$ cat src/design/beeb_mem_pkg.sv
// beeb memory subsystem definitions
`default_nettype none

package beeb_mem_pkg;

	// ======================================================================
	// address fields
	// ======================================================================

	// full-size bank offset, 16 KB banks
	localparam int DEFAULT_OFFSET_W = 14;

	// 16-slot window select
	localparam int SLOT_W = 4;

	// ram/rom select sits just above the slot field
	localparam int RAM_SEL_BIT = DEFAULT_OFFSET_W + SLOT_W;

	// ======================================================================
	// banks
	// ======================================================================

	// 4 banks for the b table, 10 for the master table
	localparam int NUM_ROM_BANKS = 14;

	// ram slots 0..12 have storage behind them
	localparam int NUM_RAM_BANKS = 13;

	// physical bank index
	localparam int BANK_W = 4;

	// decoded access, carried down the pipeline
	typedef enum logic [2:0] {
		ACC_ROM_READ      = 3'd0,
		ACC_ROM_WRITE     = 3'd1,
		ACC_RAM_READ      = 3'd2,
		ACC_RAM_WRITE     = 3'd3,
		ACC_UNMAPPED_READ = 3'd4,
		ACC_REJECT        = 3'd5
	} access_kind_t;

	// machine model, picks the rom table
	typedef enum logic {
		MODEL_B      = 1'b0,
		MODEL_MASTER = 1'b1
	} model_t;

	// apb capture state
	typedef enum logic {
		ST_IDLE = 1'b0,
		ST_BUSY = 1'b1
	} apb_state_t;

endpackage

`default_nettype wire

$ cat src/design/slot_decode.sv
// apb capture and slot decode
`default_nettype none
`timescale 1ns/1ps

module slot_decode import beeb_mem_pkg::*; #(
	parameter int OFFSET_W = DEFAULT_OFFSET_W
) (
	input  wire logic                clk_sys,
	input  wire logic                rst,
	input  wire logic                psel,
	input  wire logic                penable,
	input  wire logic                pwrite,
	input  wire logic [OFFSET_W+4:0] paddr,
	input  wire logic [7:0]          pwdata,
	input  wire model_t              model,
	input  wire logic                rom_load,
	input  wire logic                pready,
	output logic                     req_valid,
	output access_kind_t             req_kind,
	output logic      [BANK_W-1:0]   req_bank,
	output logic      [OFFSET_W-1:0] req_offset,
	output logic      [7:0]          req_wdata
);

	// ram select moves down with a shorter offset field
	localparam int RAM_BIT = RAM_SEL_BIT - DEFAULT_OFFSET_W + OFFSET_W;

	apb_state_t        state;
	model_t            model_q;
	logic [SLOT_W-1:0] slot;
	logic              is_ram;
	logic              rom_hit;
	logic [BANK_W-1:0] rom_bank;
	logic              slot_hit;
	logic [BANK_W-1:0] bank_next;
	access_kind_t      kind_next;
	logic              start;

	assign slot   = paddr[OFFSET_W +: SLOT_W];
	assign is_ram = paddr[RAM_BIT];

	// first access-phase cycle of a new transfer
	assign start  = (state == ST_IDLE) && psel && penable;

	// model is latched only while held in reset
	always_ff @(posedge clk_sys) begin
		if (rst)
			model_q <= model;
	end

	// ======================================================================
	// rom tables
	// ======================================================================
	always_comb begin
		rom_hit  = 1'b1;
		rom_bank = '0;
		if (model_q == MODEL_MASTER) begin
			case (slot)
				4'd2:    rom_bank = 4'd4;
				4'd3:    rom_bank = 4'd5;
				4'd4:    rom_bank = 4'd6;
				4'd9:    rom_bank = 4'd7;
				4'd10:   rom_bank = 4'd8;
				4'd11:   rom_bank = 4'd9;
				4'd12:   rom_bank = 4'd10;
				4'd13:   rom_bank = 4'd11;
				4'd14:   rom_bank = 4'd12;
				4'd15:   rom_bank = 4'd13;
				default: rom_hit  = 1'b0;
			endcase
		end else begin
			// b model, os / filing system / sideways ram / basic
			case (slot)
				4'd4:    rom_bank = 4'd0;
				4'd8:    rom_bank = 4'd1;
				4'd14:   rom_bank = 4'd2;
				4'd15:   rom_bank = 4'd3;
				default: rom_hit  = 1'b0;
			endcase
		end
	end

	// classify the access
	always_comb begin
		if (is_ram) begin
			// ram bank is the slot, top three slots empty
			slot_hit  = int'(slot) < NUM_RAM_BANKS;
			bank_next = BANK_W'(slot);
		end else begin
			slot_hit  = rom_hit;
			bank_next = rom_bank;
		end
		if (!slot_hit)
			kind_next = pwrite ? ACC_REJECT : ACC_UNMAPPED_READ;
		else if (is_ram)
			kind_next = pwrite ? ACC_RAM_WRITE : ACC_RAM_READ;
		else if (!pwrite)
			kind_next = ACC_ROM_READ;
		else
			// rom is writable only during load
			kind_next = rom_load ? ACC_ROM_WRITE : ACC_REJECT;
	end

	// ======================================================================
	// capture fsm
	// ======================================================================
	always_ff @(posedge clk_sys) begin
		if (rst) begin
			state     <= ST_IDLE;
			req_valid <= 1'b0;
		end else begin
			req_valid <= 1'b0;
			case (state)
				ST_IDLE: if (start) begin
					state     <= ST_BUSY;
					req_valid <= 1'b1;
				end
				// psel ignored here until the response is out
				ST_BUSY: if (pready)
					state <= ST_IDLE;
				default: state <= ST_IDLE;
			endcase
		end
	end

	// request payload
	always_ff @(posedge clk_sys) begin
		if (start) begin
			req_kind   <= kind_next;
			req_bank   <= bank_next;
			req_offset <= paddr[OFFSET_W-1:0];
			req_wdata  <= pwdata;
		end
	end

endmodule

`default_nettype wire

$ cat config.mk
export PLATFORM = sky130hd
export DESIGN_NAME = slot_decode
export DESIGN_NICKNAME = d
export VERILOG_FILES = /design/src/design/beeb_mem_pkg.sv /design/src/design/slot_decode.sv
export SDC_FILE = /design/constraint.sdc
export NUM_CORES = 1
export LEC_CHECK = 0
export BUFFER_PORTS_ARGS = -buffer_cell sky130_fd_sc_hd__buf_4
export CAP_MARGIN = 20
export CORE_ASPECT_RATIO = 1.75
export CORE_MARGIN = 3
export CORE_UTILIZATION = 35
export DETAILED_ROUTE_END_ITERATION = 16
export PLACE_DENSITY = 0.71
export SKIP_CTS_REPAIR_TIMING = 1
export SYNTH_ARGS = -nofsm -noshare
export SYNTH_HDL_FRONTEND = slang
export SYNTH_SLANG_ARGS = --single-unit
$ cat constraint.sdc
create_clock -name clk_sys -period 1.72 [get_ports clk_sys]
set_input_delay 0.172 -clock clk_sys [delete_from_list [all_inputs] [get_ports clk_sys]]
set_output_delay 0.172 -clock clk_sys [all_outputs]
set_load 0.05 [all_outputs]
# After elaboration in Yosys (flattened, before gate mapping)
# Index checks and enable logic that the tools add are counted.
# op_classes
add_sub_neg,0
n_mul,0
div,0
n_lt_le_gt_ge,1
eq_ne,11
shifts,0
n_mux,17
bitwise,1
n_reduce_logical,5
# op_table
op,count
4-bit one-hot mux with 10 select lines,1
4-bit == test (second input constant),8
3-bit two-way mux,4
10-bit OR reduction,1
4-bit by 2-bit == test with 1-bit output (second input constant),2
1-bit two-way mux,8
4-bit two-way mux,2
2-bit one-hot mux with 3 select lines,1
4-bit by 3-bit == test with 1-bit output (second input constant),1
4-bit < comparator (second input constant),1
4-bit OR reduction,1
1-bit logical AND,2
1-bit one-hot mux with 2 select lines,1
2-bit OR reduction,1
1-bit inverter,1
# totals
ff_bits,32
latchBits,0
mem_bits_rw,0
rom_bits,0
memories,0

# Depth between registers and ports, before layout
# logic_depth
word_depth,6
mapped_depth,4
mapped_depth_nobuf,3

# Least setup slack after synthesis
# OpenSTA, ideal clock, no wires.
# synth_path
kind,register -> register
from,reg state
to,"reg req_bank[0], enable pin"
setup_ps,384
arrival_ps,1181
required_time_ps,1336
path_slack_ps,155
stages_incl_launch_ff,3
n_path_buf,0
synth_period_minus_slack_ps,1565
path_cell_list,dfxtp_1 > or2_2 > inv_1
# synth_between
elab_chain_len,3
# synth_lines
item,line,rtl
"start, declared",slot_decode.sv:28,apb_state_t state;
"start signal, assigned",slot_decode.sv:109,state <= ST_IDLE;
"start signal, assigned",slot_decode.sv:115,state <= ST_BUSY;
"start signal, assigned",slot_decode.sv:120,state <= ST_IDLE;
1-bit inverter,--,
1-bit logical AND (2 in a row),slot_decode.sv:43,assign start = (state == ST_IDLE) && psel && penable;
via start,slot_decode.sv:37,logic start;
"end signal, assigned",slot_decode.sv:130,req_bank <= bank_next;
"end, declared",slot_decode.sv:20,"output logic [BANK_W-1:0] req_bank,"
# The timed path passes the listed nets, and every way through them passes these cells.
# A chain may end at the register's enable or synchronous reset.

# Worst setup path after layout
# layout_path
from,reg model_q
to,"reg req_bank[0], data pin"
# layout_between
elab_chain_len,2
# layout_lines
item,line,rtl
"start, declared",slot_decode.sv:29,model_t model_q;
"start signal, assigned",slot_decode.sv:48,model_q <= model;
4-bit two-way mux,slot_decode.sv:57,if (model_q == MODEL_MASTER) begin
4-bit two-way mux,slot_decode.sv:85,if (is_ram) begin
via bank_next[0],slot_decode.sv:35,logic [BANK_W-1:0] bank_next;
# The timed path passes the listed nets, and every way through them passes these cells.

==> impl_metrics.py <==
metrics = {
    "cts": {
        "cts_inserted_buffers": 5,
        "cts_tree": "done",
        "cts_max_path_buffers": 2,
        "htreeDepth": 2,
        "clk_latency_ns": 0.27,
        "clk_pin_slew_worst_paths_ns": 0.06,
        "clock_sinks": 32,
        "root_buffer": "clkbuf_8",
    },
    "floorplanning": {
        "coreArea_sq_um": 3240,
        "start_util": 0.375,
        "placementRows": 27,
        "die_area_sq_um": 4250,
        "die_y_microns": 84.0,
        "io_pins": 65,
        "fp.dieW_microns": 50.6,
    },
    "critical_path": {
        "path_cells": "mux2_4 -> a221oi_2 -> o21ai_1",
        "critPathKind": "flop to flop",
        "path_buf_inv": 0,
        "critical-path-max-stage-delay_ns": 0.49,
        "arrival_ns": 1.40,
        "start_kind": "flop",
        "cp-end-kind": "flop",
        "r2r_start": "model_q$_DFFE_PP_",
        "critPathLaunch": "model_q$_DFFE_PP_",
        "worstPathRequired_ns": 1.74,
        "crit_family": "flip-flops",
        "cp_max_fo": 7,
        "worst_path_max_delay_cell": "edfxtp_1",
        "ff2ff_setup_slack_ns": 0.34,
    },
    "synthesis": {
        "synthFlopType": "edfxtp_1",
        "ys_top_cells_by_count": "edfxtp_1 (30), inv_1 (4), nor2_1 (4)",
        "syn-num-nets": 107,
        "ys_seq_elements": 32,
        "synth_top_area_frac": 0.740,
        "syn-instance-count": 72,
        "ys_warn_count": 0,
        "ys_seq_area_frac": 0.773,
        "synth_edf_count": 30,
        "synth_largest_area_cell": "edfxtp_1",
        "yosysMostFrequentCell": "edfxtp_1",
        "synth_area_leaders": "edfxtp_1 (74%), dfxtp_1 (3.3%), buf_6 (1.8%)",
        "netlist_area_sq_um": 1220,
        "avgSynthCellArea_sq_um": 16.9,
        "synth_cell_types": 31,
        "synthArstFlopShare": 0,
    },
    "pwr": {
        "pwr-share-seq": 0.528,
        "p_sw_mw": 0.428,
        "swShare": 0.249,
        "p_leak_nw": 0.751,
        "internal_power_mw": 1.29,
        "power_mw": 1.72,
        "power.density_nw_per_um2": 947,
        "ir_drop_mv": 0.449,
        "clkPwrFrac": 0.301,
        "combPwrFrac": 0.171,
    },
    "placed_design": {
        "io_buffers": 64,
        "place_ws_ns": 0.348,
        "gp_congestion": 0.831,
        "dpl.hpwl_microns": 2020,
        "dp.cells": 176,
    },
    "global_routing": {
        "grt_max_degree": 30,
        "grt_overflow": 0,
        "grt_pass1_vias": 868,
        "grt_pass1_wl_microns": 3870,
        "antenna_found_initial": 0,
        "grtUsageTotal": 0.126,
    },
    "worst_hold_path": {
        "min-delay-start": "model",
        "worst_hold_path_type": "input port to flop",
    },
    "timing": {
        "drv_slew": 0,
        "period_share": 0.803,
        "max_freq_mhz": 724,
        "fin_ws_ns": 0.338,
        "hold_violations": 0,
        "min_period_ns": 1.38,
        "setup_viol": 0,
        "worst_pin_slew_ns": 0.284,
        "maxSlewHeadroom": 0.808,
        "setup_tns_ns": 0,
        "grt_setup_unrepaired": "false",
        "skew_ns": 0.00436,
    },
    "route": {
        "drt_first_iter_violations": 23,
        "topRoutingLayerUsed": "met4",
        "drt-total-wl_microns": 2590,
        "wl_met1_microns": 807,
        "firstDrtPassIters": 4,
        "routedWlPerCell_microns": 14.1,
        "via_per_inst": 4.70,
        "route.met3.wl_microns": 200,
        "route.met2.wl_microns": 1490,
        "ant_nets": 0,
        "num_vias": 864,
        "route.detailed.drc": 0,
    },
    "run_status": {
        "status": "finished, final reports clean",
    },
    "job": {
        "maxCapViolCount": 0,
    },
    "cells_and_area": {
        "instances_no_fill": 184,
        "area_growth_pct": 49.2,
        "fin_util": 0.560,
        "diodes": 0,
        "fin_nets": 175,
        "drive_above_1_share": 0.525,
    },
}
logic make-up after synthesis:
| family | Yosys count | share of synthesized area |
|---|---|---|
| AOI/OAI and AO/OA | 12 | 0.0791 |
| buffers and inverters | 8 | 0.0411 |
| and+or+nand+nor | 17 | 0.0792 |
| DFF | 32 | 0.773 |
| muxes | 2 | 0.0206 |
| xor gates and xnor gates | 1 | 0.00720 |
through the flow:
step / hold slack [ns] / area (sq um)
after floorplan: 0.241 / 1220
after global placement: 0.351 / 1740
after detailed placement: 0.351 / 1740
after CTS: 0.0541 / 1820
after global routing: 0.0558 / 1820
final: 0.0695 / 1820
worst paths after layout:
| kind | end | cells after the start |
|---|---|---|
| worst max-delay path | req_bank[0]$_DFFE_PP_ | 3 |
| worst min-delay path | model_q$_DFFE_PP_ | 1 |
| worst max register to register | req_bank[0]$_DFFE_PP_ | 3 |
| worst min register to register | state$_SDFF_PP0_ | 2 |
flip-flops by register name (all words and copies together) (netlist names):
register / cells
model_q: 1
req_bank: 4
req_kind: 3
req_offset: 14
req_valid: 1
req_wdata: 8
state: 1
routing by layer:
| metal | global-route usage | up-vias |
|---|---|---|
| li1 | - | 410 |
| met3 | 0.0358 | 9 |
| met2 | 0.231 | 49 |
| met5 | 0 | - |
| met1 | 0.105 | 396 |
| met4 | 0.103 | 0 |
power by group through the flow:
stage          combinational (mW)  clock [mW]  sequential (mW)
6_report                    0.294       0.518            0.908
3_5_place_dp                0.296           0            0.925
2_1_floorplan              0.0651           0             1.03
5_1_grt                     0.311       0.575            0.911
3_3_place_gp                0.289           0            0.923
4_1_cts                     0.297       0.545            0.909
worst register-to-register path: cells and delay by family (launching register included):
family | cells | cell delay [ns]
AOI/OAI and AO/OA | 2 | 0.31
DFF | 1 | 0.49
muxes | 1 | 0.33
area by class of cell:
cell class | count | area (sq um)
Multi-Input combinational cell | 32 | 226
Timing Repair Buffer | 65 | 500
Tap cell | 43 | 53.8
Clock inverter | 1 | 3.75
Clock buffer | 7 | 76.3
Fill cell | 294 | 1430
Inverter | 4 | 15.0
Sequential cell | 32 | 941
placed cells by master, fill, tap and decap left out, types with 2 or more instances in the layout:
cell type  instances
buf_4             64
edfxtp_1          30
clkbuf_8           5
inv_1              4
nor2_1             4
nand2_1            2
nand3_1            2
o21a_1             2
a21oi_1            2
clkbuf_1           2
dfxtp_1            2
(Power assumes the default switching activity.)
