==> src/design/beeb_mem_pkg.sv <==
// beeb memory subsystem definitions
`default_nettype none

package beeb_mem_pkg;

	// ======================================================================
	// address fields
	// ======================================================================

	// full-size bank offset, 16 KB banks
	localparam int DEFAULT_OFFSET_W = 14;

	// 16-slot window select
	localparam int SLOT_W = 4;

	// ram/rom select sits just above the slot field
	localparam int RAM_SEL_BIT = DEFAULT_OFFSET_W + SLOT_W;

	// ======================================================================
	// banks
	// ======================================================================

	// 4 banks for the b table, 10 for the master table
	localparam int NUM_ROM_BANKS = 14;

	// ram slots 0..12 have storage behind them
	localparam int NUM_RAM_BANKS = 13;

	// physical bank index
	localparam int BANK_W = 4;

	// decoded access, carried down the pipeline
	typedef enum logic [2:0] {
		ACC_ROM_READ      = 3'd0,
		ACC_ROM_WRITE     = 3'd1,
		ACC_RAM_READ      = 3'd2,
		ACC_RAM_WRITE     = 3'd3,
		ACC_UNMAPPED_READ = 3'd4,
		ACC_REJECT        = 3'd5
	} access_kind_t;

	// machine model, picks the rom table
	typedef enum logic {
		MODEL_B      = 1'b0,
		MODEL_MASTER = 1'b1
	} model_t;

	// apb capture state
	typedef enum logic {
		ST_IDLE = 1'b0,
		ST_BUSY = 1'b1
	} apb_state_t;

endpackage

`default_nettype wire

==> src/design/read_result.sv <==
// apb response register
`default_nettype none
`timescale 1ns/1ps

module read_result import beeb_mem_pkg::*; (
	input  wire logic         clk_sys,
	input  wire logic         rst,
	input  wire logic         exe_valid,
	input  wire access_kind_t exe_kind,
	input  wire logic [7:0]   exe_rdata,
	output logic      [7:0]   prdata,
	output logic              pready,
	output logic              pslverr
);

	logic data_kind;
	logic err_kind;

	// only real reads return data
	assign data_kind = (exe_kind == ACC_ROM_READ) || (exe_kind == ACC_RAM_READ);

	// unmapped writes and protected rom writes
	assign err_kind  = (exe_kind == ACC_REJECT);

	// ======================================================================
	// response
	// ======================================================================
	always_ff @(posedge clk_sys) begin
		if (rst) begin
			prdata  <= 8'h00;
			pready  <= 1'b0;
			pslverr <= 1'b0;
		end else begin
			// single-cycle pready pulse
			pready  <= exe_valid;
			pslverr <= exe_valid && err_kind;
			// zero outside the response cycle
			if (exe_valid && data_kind)
				prdata <= exe_rdata;
			else
				prdata <= 8'h00;
		end
	end

endmodule

`default_nettype wire

==> config.mk <==
export PLATFORM = sky130hd
export DESIGN_NAME = read_result
export DESIGN_NICKNAME = d
export VERILOG_FILES = /design/src/design/beeb_mem_pkg.sv /design/src/design/read_result.sv
export SDC_FILE = /design/constraint.sdc
export NUM_CORES = 1
export LEC_CHECK = 0
export BUFFER_PORTS_ARGS = -buffer_cell sky130_fd_sc_hd__buf_2
export CAP_MARGIN = 20
export CORE_AREA = 2 2 39 41
export CTS_BUF_LIST = sky130_fd_sc_hd__clkbuf_4 sky130_fd_sc_hd__clkbuf_8 sky130_fd_sc_hd__clkbuf_16
export DETAILED_ROUTE_END_ITERATION = 10
export DIE_AREA = 0 0 41 43
export SYNTH_ARGS = -nofsm -noshare
export SYNTH_HDL_FRONTEND = slang
export SYNTH_SLANG_ARGS = --single-unit
==> constraint.sdc <==
create_clock -name clk_sys -period 0.9 [get_ports clk_sys]
set_clock_uncertainty 0.05 [all_clocks]
set_input_delay 0.09 -clock clk_sys [delete_from_list [all_inputs] [get_ports clk_sys]]
set_output_delay 0.09 -clock clk_sys [all_outputs]
set_load 0.01 [all_outputs]
Word-level counts from Yosys, hierarchy flattened
Index checks and enable logic that the tools add are counted.

Register bits: 10. Bits of input ports: 14.

Eq/ne operators: 2. Bitwise logic cells: 1. Reductions and logical operators: 5.

Operators with widths (count): == test 3 x 2 -> 1 bit (second input constant) (1); == test 3 bit (second input constant) (1); logical NOT 3 bit (1); logical AND 1 bit (2); OR reduction 2 bit (1); logical OR 1 bit (1); NOT 1 bit (1).

Depth between registers and ports, before layout
Gate-level depths: netlist of run 1.

Word-level depth: 5. Gate-level depth with buffers: 2.

Least setup slack after synthesis of run 1
OpenSTA, ideal clock, no wires.

Path type: input-to-reg. Start: input port exe_kind[0]. End: register prdata[0]. Setup time: 60 ps. Arrival: 576 ps. Path slack: 215 ps. Stages on the path: 2. Cells stage by stage: nor4b_4 -> and2_1.

Word-level cells in the longest chain between the ends: 5.

Ends and longest elaborated chain: from (decl) (line read_result.sv:9) `input wire access_kind_t exe_kind,`; == test 3 x 2 -> 1 bit or logical NOT 3 bit (tied branches) (line read_result.sv:20) `assign data_kind = (exe_kind == ACC_ROM_READ) || (exe_kind == ACC_RAM_READ);`; logical OR 1 bit * (line read_result.sv:20); logical AND 1 bit * (line read_result.sv:38) `if (exe_valid && data_kind)`; NOT 1 bit (no source line) *; OR reduction 2 bit (no source line) *; to (signal assigned) (line read_result.sv:39) `prdata <= exe_rdata;`; to (decl) (line read_result.sv:11) `output logic [7:0] prdata,`.

Every way passes the cells marked *; elsewhere a longest branch is shown, timed or not. A chain may end at the register's enable or synchronous reset.

Worst setup path in the final report of run 1
Start: register pslverr. End: output port pslverr.

RTL lines: from (decl) (line read_result.sv:13) `output logic pslverr`; from (signal assigned) (line read_result.sv:36) `pslverr <= exe_valid && err_kind;`.

No word-level cell between the ends.

==> flow_summary.json, run 1 <==
{
  "h-tree-depth": 1,
  "power.density_nw_per_um2": 1690,
  "hold_violations": 0,
  "die_w_um": 41,
  "multiInputGateArea_um2": 91.3,
  "register_area_um2": 200,
  "worstPathRequired_ns": 0.76,
  "drtIter0Drc": 0,
  "routedWlPerCell_um": 9.12,
  "fin_crit_sh_pct": 93.5,
  "max-vdd-ir-drop_mv": 0.938,
  "start_util_pct": 21.1,
  "port_buffers": 23,
  "ys_seq_area_share_pct": 68.7,
  "fill_cells": 134,
  "relSlewSlack_pct": 76.3,
  "finalNonFillerCells": 73,
  "fmax_mhz": 1190,
  "antenna_found_initial": 0,
  "leakagePower_nw": 0.286,
  "diodes": 0,
  "drt-total-wl_um": 666,
  "fin_nets": 72,
  "crit_type": "reg2out",
  "cts_made_buffers": 3,
  "clk_pin_slew_ns": 0.06,
  "area_delta_synth_final_pct": 89.7,
  "firstDrtPassIters": 1,
  "path_buf_inv": 1,
  "synth_area_um2": 292,
  "yosysWarnings": 0,
  "slew_viol_final": 0,
  "cts-root-buf": "clkbuf_4",
  "grt_start_max_net_pins": 9,
  "gr-total-overflow": 0,
  "drv_cap": 0,
  "clk_path_buf_depth": 2,
  "ios": 24,
  "die_area_um2": 1760,
  "detail-route-antenna-nets": 0,
  "crit_path_end_kind": "primary output",
  "die-height_um": 43,
  "cts_tree": "built",
  "status": "complete, no violations",
  "fin_util_pct": 40.0,
  "syn_avg_cell_area_um2": 13.9,
  "final_layout_size_suffix_gt1_share_pct": 50.9,
  "tns_ns": 0,
  "gr-usage-all-layers_pct": 9.06,
  "critPathMaxFanout": 1,
  "start_kind": "flop",
  "setup_viol": 0,
  "worstPathArrival_ns": 0.70,
  "place.gp.congestion": 0.686,
  "crit_slowest_cell": "dfxtp_1",
  "place_inst": 60,
  "rsz0062_at_grt": "false",
  "cts_sinks": 10,
  "path_delay_family": "flip-flops",
  "synthesis.nets": 35,
  "synth_cell_types": 5,
  "drt-vias-per-instance": 3.84,
  "synthCells": 21,
  "worst_pin_slew_ns": 0.355,
  "crit_chain": "buf_2",
  "core_area_um2": 1380,
  "cpPeakStageDelay_ns": 0.32,
  "grt_pass1_vias": 276,
  "grt_pass1_wl_um": 993,
  "hold_class": "in2reg",
  "num_rows": 14,
  "synth_seq_cells": 10,
  "fin_crit_ns": 0.842,
  "route.detailed.drc": 0,
  "vias": 280
}
logic make-up after synthesis:
| kind of cell | Yosys count | share of synthesized area [%] |
|---|---|---|
| simple gates | 11 | 31.3 |
| flops | 10 | 68.7 |
flip-flops by register name, indices dropped and copies added (netlist names):
register and flops:
prdata 8, pready 1, pslverr 1
where the power goes:
part,switching [W],internal (W),leakage (nW)
Clock,0.000150,0.000245,0.0210
Combinational,0.0000286,0.0000596,0.183
Sequential,0.00000183,0.000451,0.0812
Total,0.000181,0.000756,0.286
stage by stage:
step / hold slack, ns / power, W / setup WS (ns) / cell area, µm²
2_1_floorplan: 0.120 / 0.000480 / 0.215 / 292
3_3_place_gp: 0.247 / 0.000523 / 0.0115 / 427
5_1_grt: 0.0888 / 0.000998 / 0.00619 / 553
4_1_cts: 0.101 / 0.000960 / 0.0422 / 553
3_5_place_dp: 0.248 / 0.000522 / -0.0188 / 427
6_report: 0.108 / 0.000937 / 0.0582 / 553
layout make-up:
type	instances	share of cell area, %
timing repair buffer	32	37.1
multi-input combinational	11	16.5
clock buffer	4	6.56
tap	16	3.62
sequential	10	36.2
final timing paths:
check                 depth (start not counted)   startpoint       to  slack, ns
worst max-delay path                          1      pslverr  pslverr       0.06
worst min-delay path                          2  exe_kind[1]  pslverr       0.11
cells in the final DEF, fill, tap and decap left out, drive strengths merged:
| master | count |
|---|---|
| and4b | 1 |
| nor4b | 1 |
| nor2b | 1 |
| clkbuf | 4 |
| and2 | 8 |
| buf | 23 |
| dfxtp | 10 |
| dlygate4sd3 | 9 |
timing repair:
item | in CTS | in global routing
gates resized for setup | 0 | 0
setup buffers | 0 | 0
endpoints found under the hold margin | 9 | 0
hold buffers | 9 | 0
cell usage after synthesis, drive strengths merged:
cell type	n	area [µm²]
and4b	1	11.3
and2	8	50.1
nor2b	1	6.26
dfxtp	10	200
nor4b	1	23.8
layer usage:
metal	GRT usage [%]	up-vias	routed length, µm
li1	-	140	-
met1	6.82	117	266
met2	15.0	23	298
met3	7.85	0	101
met4	4.00	0	0
met5	0	-	0
No activity file was read; power rests on OpenSTA's default activity.
==> inputs of run 2 (changes only) <==
- clock period: 0.9 -> 1 ns (I/O delays scaled with it)
==> run 2 against run 1 <==
  * Via count shrank 2.5%
  * Cell area increased by 0.45%
  * Worst hold slack worse by 0.045 ns
  * Sequential share of layout area shrank 0.16 points
  * Die area unchanged
  * Largest cell class unchanged
==> flow_summary.json, run 2 (synthesis gave the netlist of run 1 again) <==
{
  "drt-total-wl_um": 671,
  "tns_ns": 0,
  "die_w_um": 41,
  "pre_cts_ws_ns": 0.0632,
  "setup_viol": 0,
  "grt_start_max_net_pins": 9,
  "final_layout_size_suffix_gt1_share_pct": 52.6,
  "die-height_um": 43,
  "clk_pin_slew_ns": 0.06,
  "cts_tree": "built",
  "critPathMaxFanout": 2,
  "cts_made_buffers": 3,
  "fmax_mhz": 1040,
  "grt_pass1_vias": 245,
  "gr-usage-all-layers_pct": 8.05,
  "route.detailed.drc": 0,
  "crit_type": "in2reg",
  "detail-route-antenna-nets": 0,
  "dpl_cell_area_um2": 427,
  "hold_class": "in2reg",
  "die_area_um2": 1760,
  "gr-total-overflow": 0,
  "ios": 24,
  "h-tree-depth": 1,
  "drtIter0Drc": 1,
  "min_from": "exe_valid",
  "setup_slack_ns": 0.0347,
  "min_to": "pready",
  "worst_pin_slew_ns": 0.359,
  "drv_cap": 0,
  "p_total_w": 0.000845,
  "top_regs": "prdata: 8 flops, pready: 1 flops, pslverr: 1 flops",
  "start_kind": "primary input",
  "rsz0062_at_grt": "false",
  "clk_path_buf_depth": 2,
  "status": "complete, no violations",
  "core_area_um2": 1380,
  "leakagePower_nw": 0.285,
  "layout_commonest_cell": "buf_2",
  "vias": 273,
  "area_delta_synth_final_pct": 90.6,
  "relSlewSlack_pct": 75.9,
  "max-vdd-ir-drop_mv": 0.893,
  "crit_path_end_kind": "flop",
  "cts-root-buf": "clkbuf_4",
  "fin_util_pct": 40.1,
  "hold_violations": 0,
  "slew_viol_final": 0,
  "worstPathArrival_ns": 1.12,
  "place.gp.congestion": 0.687,
  "worstPathRequired_ns": 1.16,
  "port_buffers": 23,
  "power.density_nw_per_um2": 1520,
  "fin_crit_sh_pct": 96.5,
  "cts_sinks": 10,
  "grt_pass1_wl_um": 917,
  "final_cell_mix": "buf_2, dfxtp_1, dlygate4sd3_1",
  "top_register": "prdata",
  "start_util_pct": 21.1,
  "largest_register_ffs": 8,
  "antenna_found_initial": 0,
  "fin_crit_ns": 0.965,
  "drt-vias-per-instance": 3.74,
  "firstDrtPassIters": 2,
  "num_rows": 14,
  "fin_nets": 72,
  "routedWlPerCell_um": 9.19,
  "diodes": 0,
  "final_area_um2": 556,
  "fill_cells": 138,
  "hold_depth": 2
}
run 2: cell types whose count changed in the layout (fill, tap and decap cells not counted):
cell / before / now
nor2b_2: 0 / 1
nor2b_1: 1 / 0
run 2: layout make-up:
class | instances | area [µm²] | share of cell area, %
Clock buffer | 4 | 36.3 | 6.53
Multi-Input combinational cell | 11 | 93.8 | 16.9
Tap cell | 16 | 20.0 | 3.60
Timing Repair Buffer | 32 | 205 | 36.9
Sequential cell | 10 | 200 | 36.0
run 2: repair_timing:
action,in CTS,in global routing
setup buffers,0,0
hold buffers,9,0
resized for setup,0,1
endpoints found under the hold margin,9,0
setup endpoints to repair,0,1
run 2: how the worst max path moves through the flow:
| stage | slack, ns | start | end | cells past startpoint |
|---|---|---|---|---|
| 2_1_floorplan | 0.30 | exe_kind[0] | prdata[0] | 2 |
| 3_3_place_gp | 0.10 | exe_kind[0] | prdata[7] | 3 |
| 3_5_place_dp | 0.06 | exe_kind[0] | prdata[4] | 3 |
| 4_1_cts | 0.04 | rst | pslverr | 4 |
| 5_1_grt | 0.004 | rst | pslverr | 4 |
| 6_report | 0.03 | rst | pslverr | 4 |
run 2: per-stage QoR:
step / std cells / hold slack [ns]
global placement: 60 / 0.257
finish: 73 / 0.0625
floorplan: 21 / 0.130
CTS: 73 / 0.0615
detailed placement: 60 / 0.258
global route: 73 / 0.0697
run 2: layer usage:
metal | vias to the layer above | track usage [%] | share of wire [%]
met5 | - | 0 | 0
met4 | 0 | 0 | 0
met3 | 0 | 8.38 | 15
met2 | 23 | 12.8 | 42
met1 | 110 | 7.44 | 43
li1 | 140 | - | -
run 2: power breakdown:
part	switching, W	total [W]	internal [W]
logic	0.0000269	0.0000813	0.0000544
clock network	0.000136	0.000357	0.000221
registers	0.00000144	0.000408	0.000406
run 2: worst max-delay path: stages:
cell           delay [ns]
buf_2                0.11
dlygate4sd3_1        0.57
nor2b_2              0.13
and4b_2              0.21
==> inputs of run 3 (changes only) <==
- ABC_AREA: default -> 1
==> run 3 against run 2 <==
  * Global-route usage grew 0.23 points
  * Maximum frequency grew 4.9%
  * Clock-buffer cell count is the same
  * Sequential power is essentially flat
  * Utilization grew 0.27 points
  * Non-clock buffer count shrank 1
  * Flip-flop and latch count is the same
  * Via count grew 12%
  * First-iteration DRC count is the same
  * Sequential share of layout area shrank 0.24 points
  * Critical endpoint is now prdata[2]
==> flow_summary.json, run 3 <==
{
  "status": "complete, no violations",
  "synth_area_leaders": "dfxtp_1, inv_1, nor2_1",
  "h-tree-depth": 1,
  "route.detailed.drc": 0,
  "wl_met2_um": 249,
  "finalNonFillerCells": 85,
  "wl_met1_um": 225,
  "synth_area_um2": 308,
  "crit_slowest_cell": "dlygate4sd3_1",
  "start_kind": "primary input",
  "setup_slack_ns": 0.0796,
  "synth_top_family_by_area": "simple AND/OR/NAND/NOR gates",
  "top_regs": "prdata: 8 flops, pready: 1 flops, pslverr: 1 flops",
  "synthCells": 34,
  "grt_start_max_net_pins": 9,
  "wl_met3_um": 81,
  "synth_edf_count": 0,
  "synthesis.nets": 48,
  "cts_made_buffers": 3,
  "hold_slack_ns": 0.00867,
  "synth_cell_types": 7,
  "fin_crit_ns": 0.920,
  "synth_fa_ha_area_share_pct": 0,
  "synth_top_area_share_pct": 65.0,
  "yosys-top-cells-count": "dfxtp_1, inv_1, nor2_1, nand2_1",
  "yosys.area.top_type": "dfxtp_1",
  "grt_pass1_wl_um": 862,
  "gr-total-overflow": 0,
  "worstPathArrival_ns": 1.07,
  "rsz0062_at_grt": "false",
  "grt_pass1_vias": 235,
  "postCtsSetupRepairBufs": 0,
  "vias": 306,
  "hold_depth": 3,
  "leakagePower_nw": 0.332,
  "final_area_um2": 559,
  "die_area_um2": 1760,
  "detail-route-antenna-nets": 0,
  "min_to": "prdata[2]",
  "fmax_mhz": 1090,
  "crit_type": "in2reg",
  "power.density_nw_per_um2": 1510,
  "firstDrtPassIters": 3,
  "clk_pin_slew_ns": 0.06,
  "async_flop_share_pct": 0,
  "synth_compound_area_share_pct": 0,
  "drtIter0Drc": 1,
  "gr-usage-all-layers_pct": 8.28,
  "hpwl_um": 431,
  "dpl_cell_area_um2": 443,
  "max-vdd-ir-drop_mv": 0.753,
  "die-height_um": 43,
  "fin_crit_sh_pct": 92.0,
  "synth-xor-area-share_pct": 0,
  "ys_seq_area_share_pct": 65.0,
  "diodes": 0,
  "postCtsHoldBufs": 8,
  "fin_nets": 84,
  "clk_path_buf_depth": 2,
  "drv_cap": 0,
  "synth_seq_cells": 10,
  "worst_pin_slew_ns": 0.131,
  "synthMuxAreaShare_pct": 0,
  "ios": 24,
  "num_rows": 14,
  "top_register": "prdata",
  "cts_sinks": 10,
  "core_area_um2": 1380,
  "worstPathRequired_ns": 1.15,
  "cts_tree": "built",
  "port_buffers": 23,
  "start_util_pct": 22.2,
  "cts-root-buf": "clkbuf_4",
  "drt-total-wl_um": 580,
  "place_inst": 73,
  "slew_viol_final": 0,
  "syn_avg_cell_area_um2": 9.05,
  "setup_viol": 0,
  "relSlewSlack_pct": 91.3,
  "place.gp.congestion": 0.571,
  "routedWlPerCell_um": 6.82,
  "yosysWarnings": 0,
  "path_buf_inv": 2,
  "hold_violations": 0,
  "final_layout_size_suffix_gt1_share_pct": 43.5,
  "critPathMaxFanout": 8,
  "crit_path_end_kind": "flop",
  "die_w_um": 41,
  "synth-simple-area-share_pct": 22.8,
  "cpPeakStageDelay_ns": 0.53,
  "pre_cts_ws_ns": 0.343,
  "final_cell_mix": "buf_2, inv_1, dfxtp_1",
  "antenna_found_initial": 0,
  "synth_top_flop_cell": "dfxtp_1",
  "layout_commonest_cell": "buf_2",
  "tns_ns": 0,
  "hold_class": "in2reg",
  "area_delta_synth_final_pct": 81.7,
  "crit_chain": "dlygate4sd3_1 > buf_2 > nor2_4 > nand2_4 > nor2_1",
  "largest_register_ffs": 8,
  "cts_resized": 0,
  "highest_layer": "met4",
  "min_from": "exe_rdata[2]",
  "path_delay_family": "buffers and inverters",
  "drt-vias-per-instance": 3.60
}
[run 3: cell count changes in the layout (fill, tap and decap cells not counted)]
cell           delta
nor2_2            +1
inv_1            +10
nand2_1           +2
nand2_4           +1
dlygate4sd3_1     -1
nor4b_4           -1
nor2b_2           -1
nor2_4            +1
and2_1            -8
and4b_2           -1
nor2_1            +9
[run 3: through the flow]
step	utilization [%]	power (W)
floorplan	-	0.000443
global placement	32.0	0.000479
detailed placement	32.0	0.000479
CTS	40.4	0.000861
global route	40.4	0.000883
finish	40.4	0.000844
[run 3: report_power, final]
part           switching (W)  internal (W)   total, W  leakage [nW]
clock network       0.000131      0.000221   0.000352        0.0210
registers         0.00000156      0.000406   0.000408        0.0812
logic              0.0000333     0.0000515  0.0000848         0.230
[run 3: worst max-delay path by stage]
stage | start | end | cells after the start
finish | rst | prdata[2] | 5
global route | rst | prdata[2] | 5
CTS | rst | prdata[7] | 5
detailed placement | rst | prdata[7] | 4
global placement | exe_kind[0] | prdata[2] | 4
floorplan | exe_valid | prdata[0] | 4
[run 3: final cells by class]
type                       instances  area [µm²]
fill                             148         825
tap                               16        20.0
clock buffer                       4        36.3
inverter                          10        37.5
timing repair buffer              31         195
multi-input combinational         14        70.1
sequential                        10         200
[run 3: layer usage]
metal  GRT usage, %  up-vias
met4           8.00        0
met2           10.6       17
met1           7.21      123
li1               -      162
met5              0        -
met3           7.33        4
[run 3: kinds of logic after synthesis]
logic type / Yosys count
and+or+nand+nor: 14
DFF: 10
buffers and inverters: 10
[run 3: tightest hold or removal path, stage by stage]
cell    delay (ns)
buf_2         0.09
inv_1         0.04
nor2_1        0.04
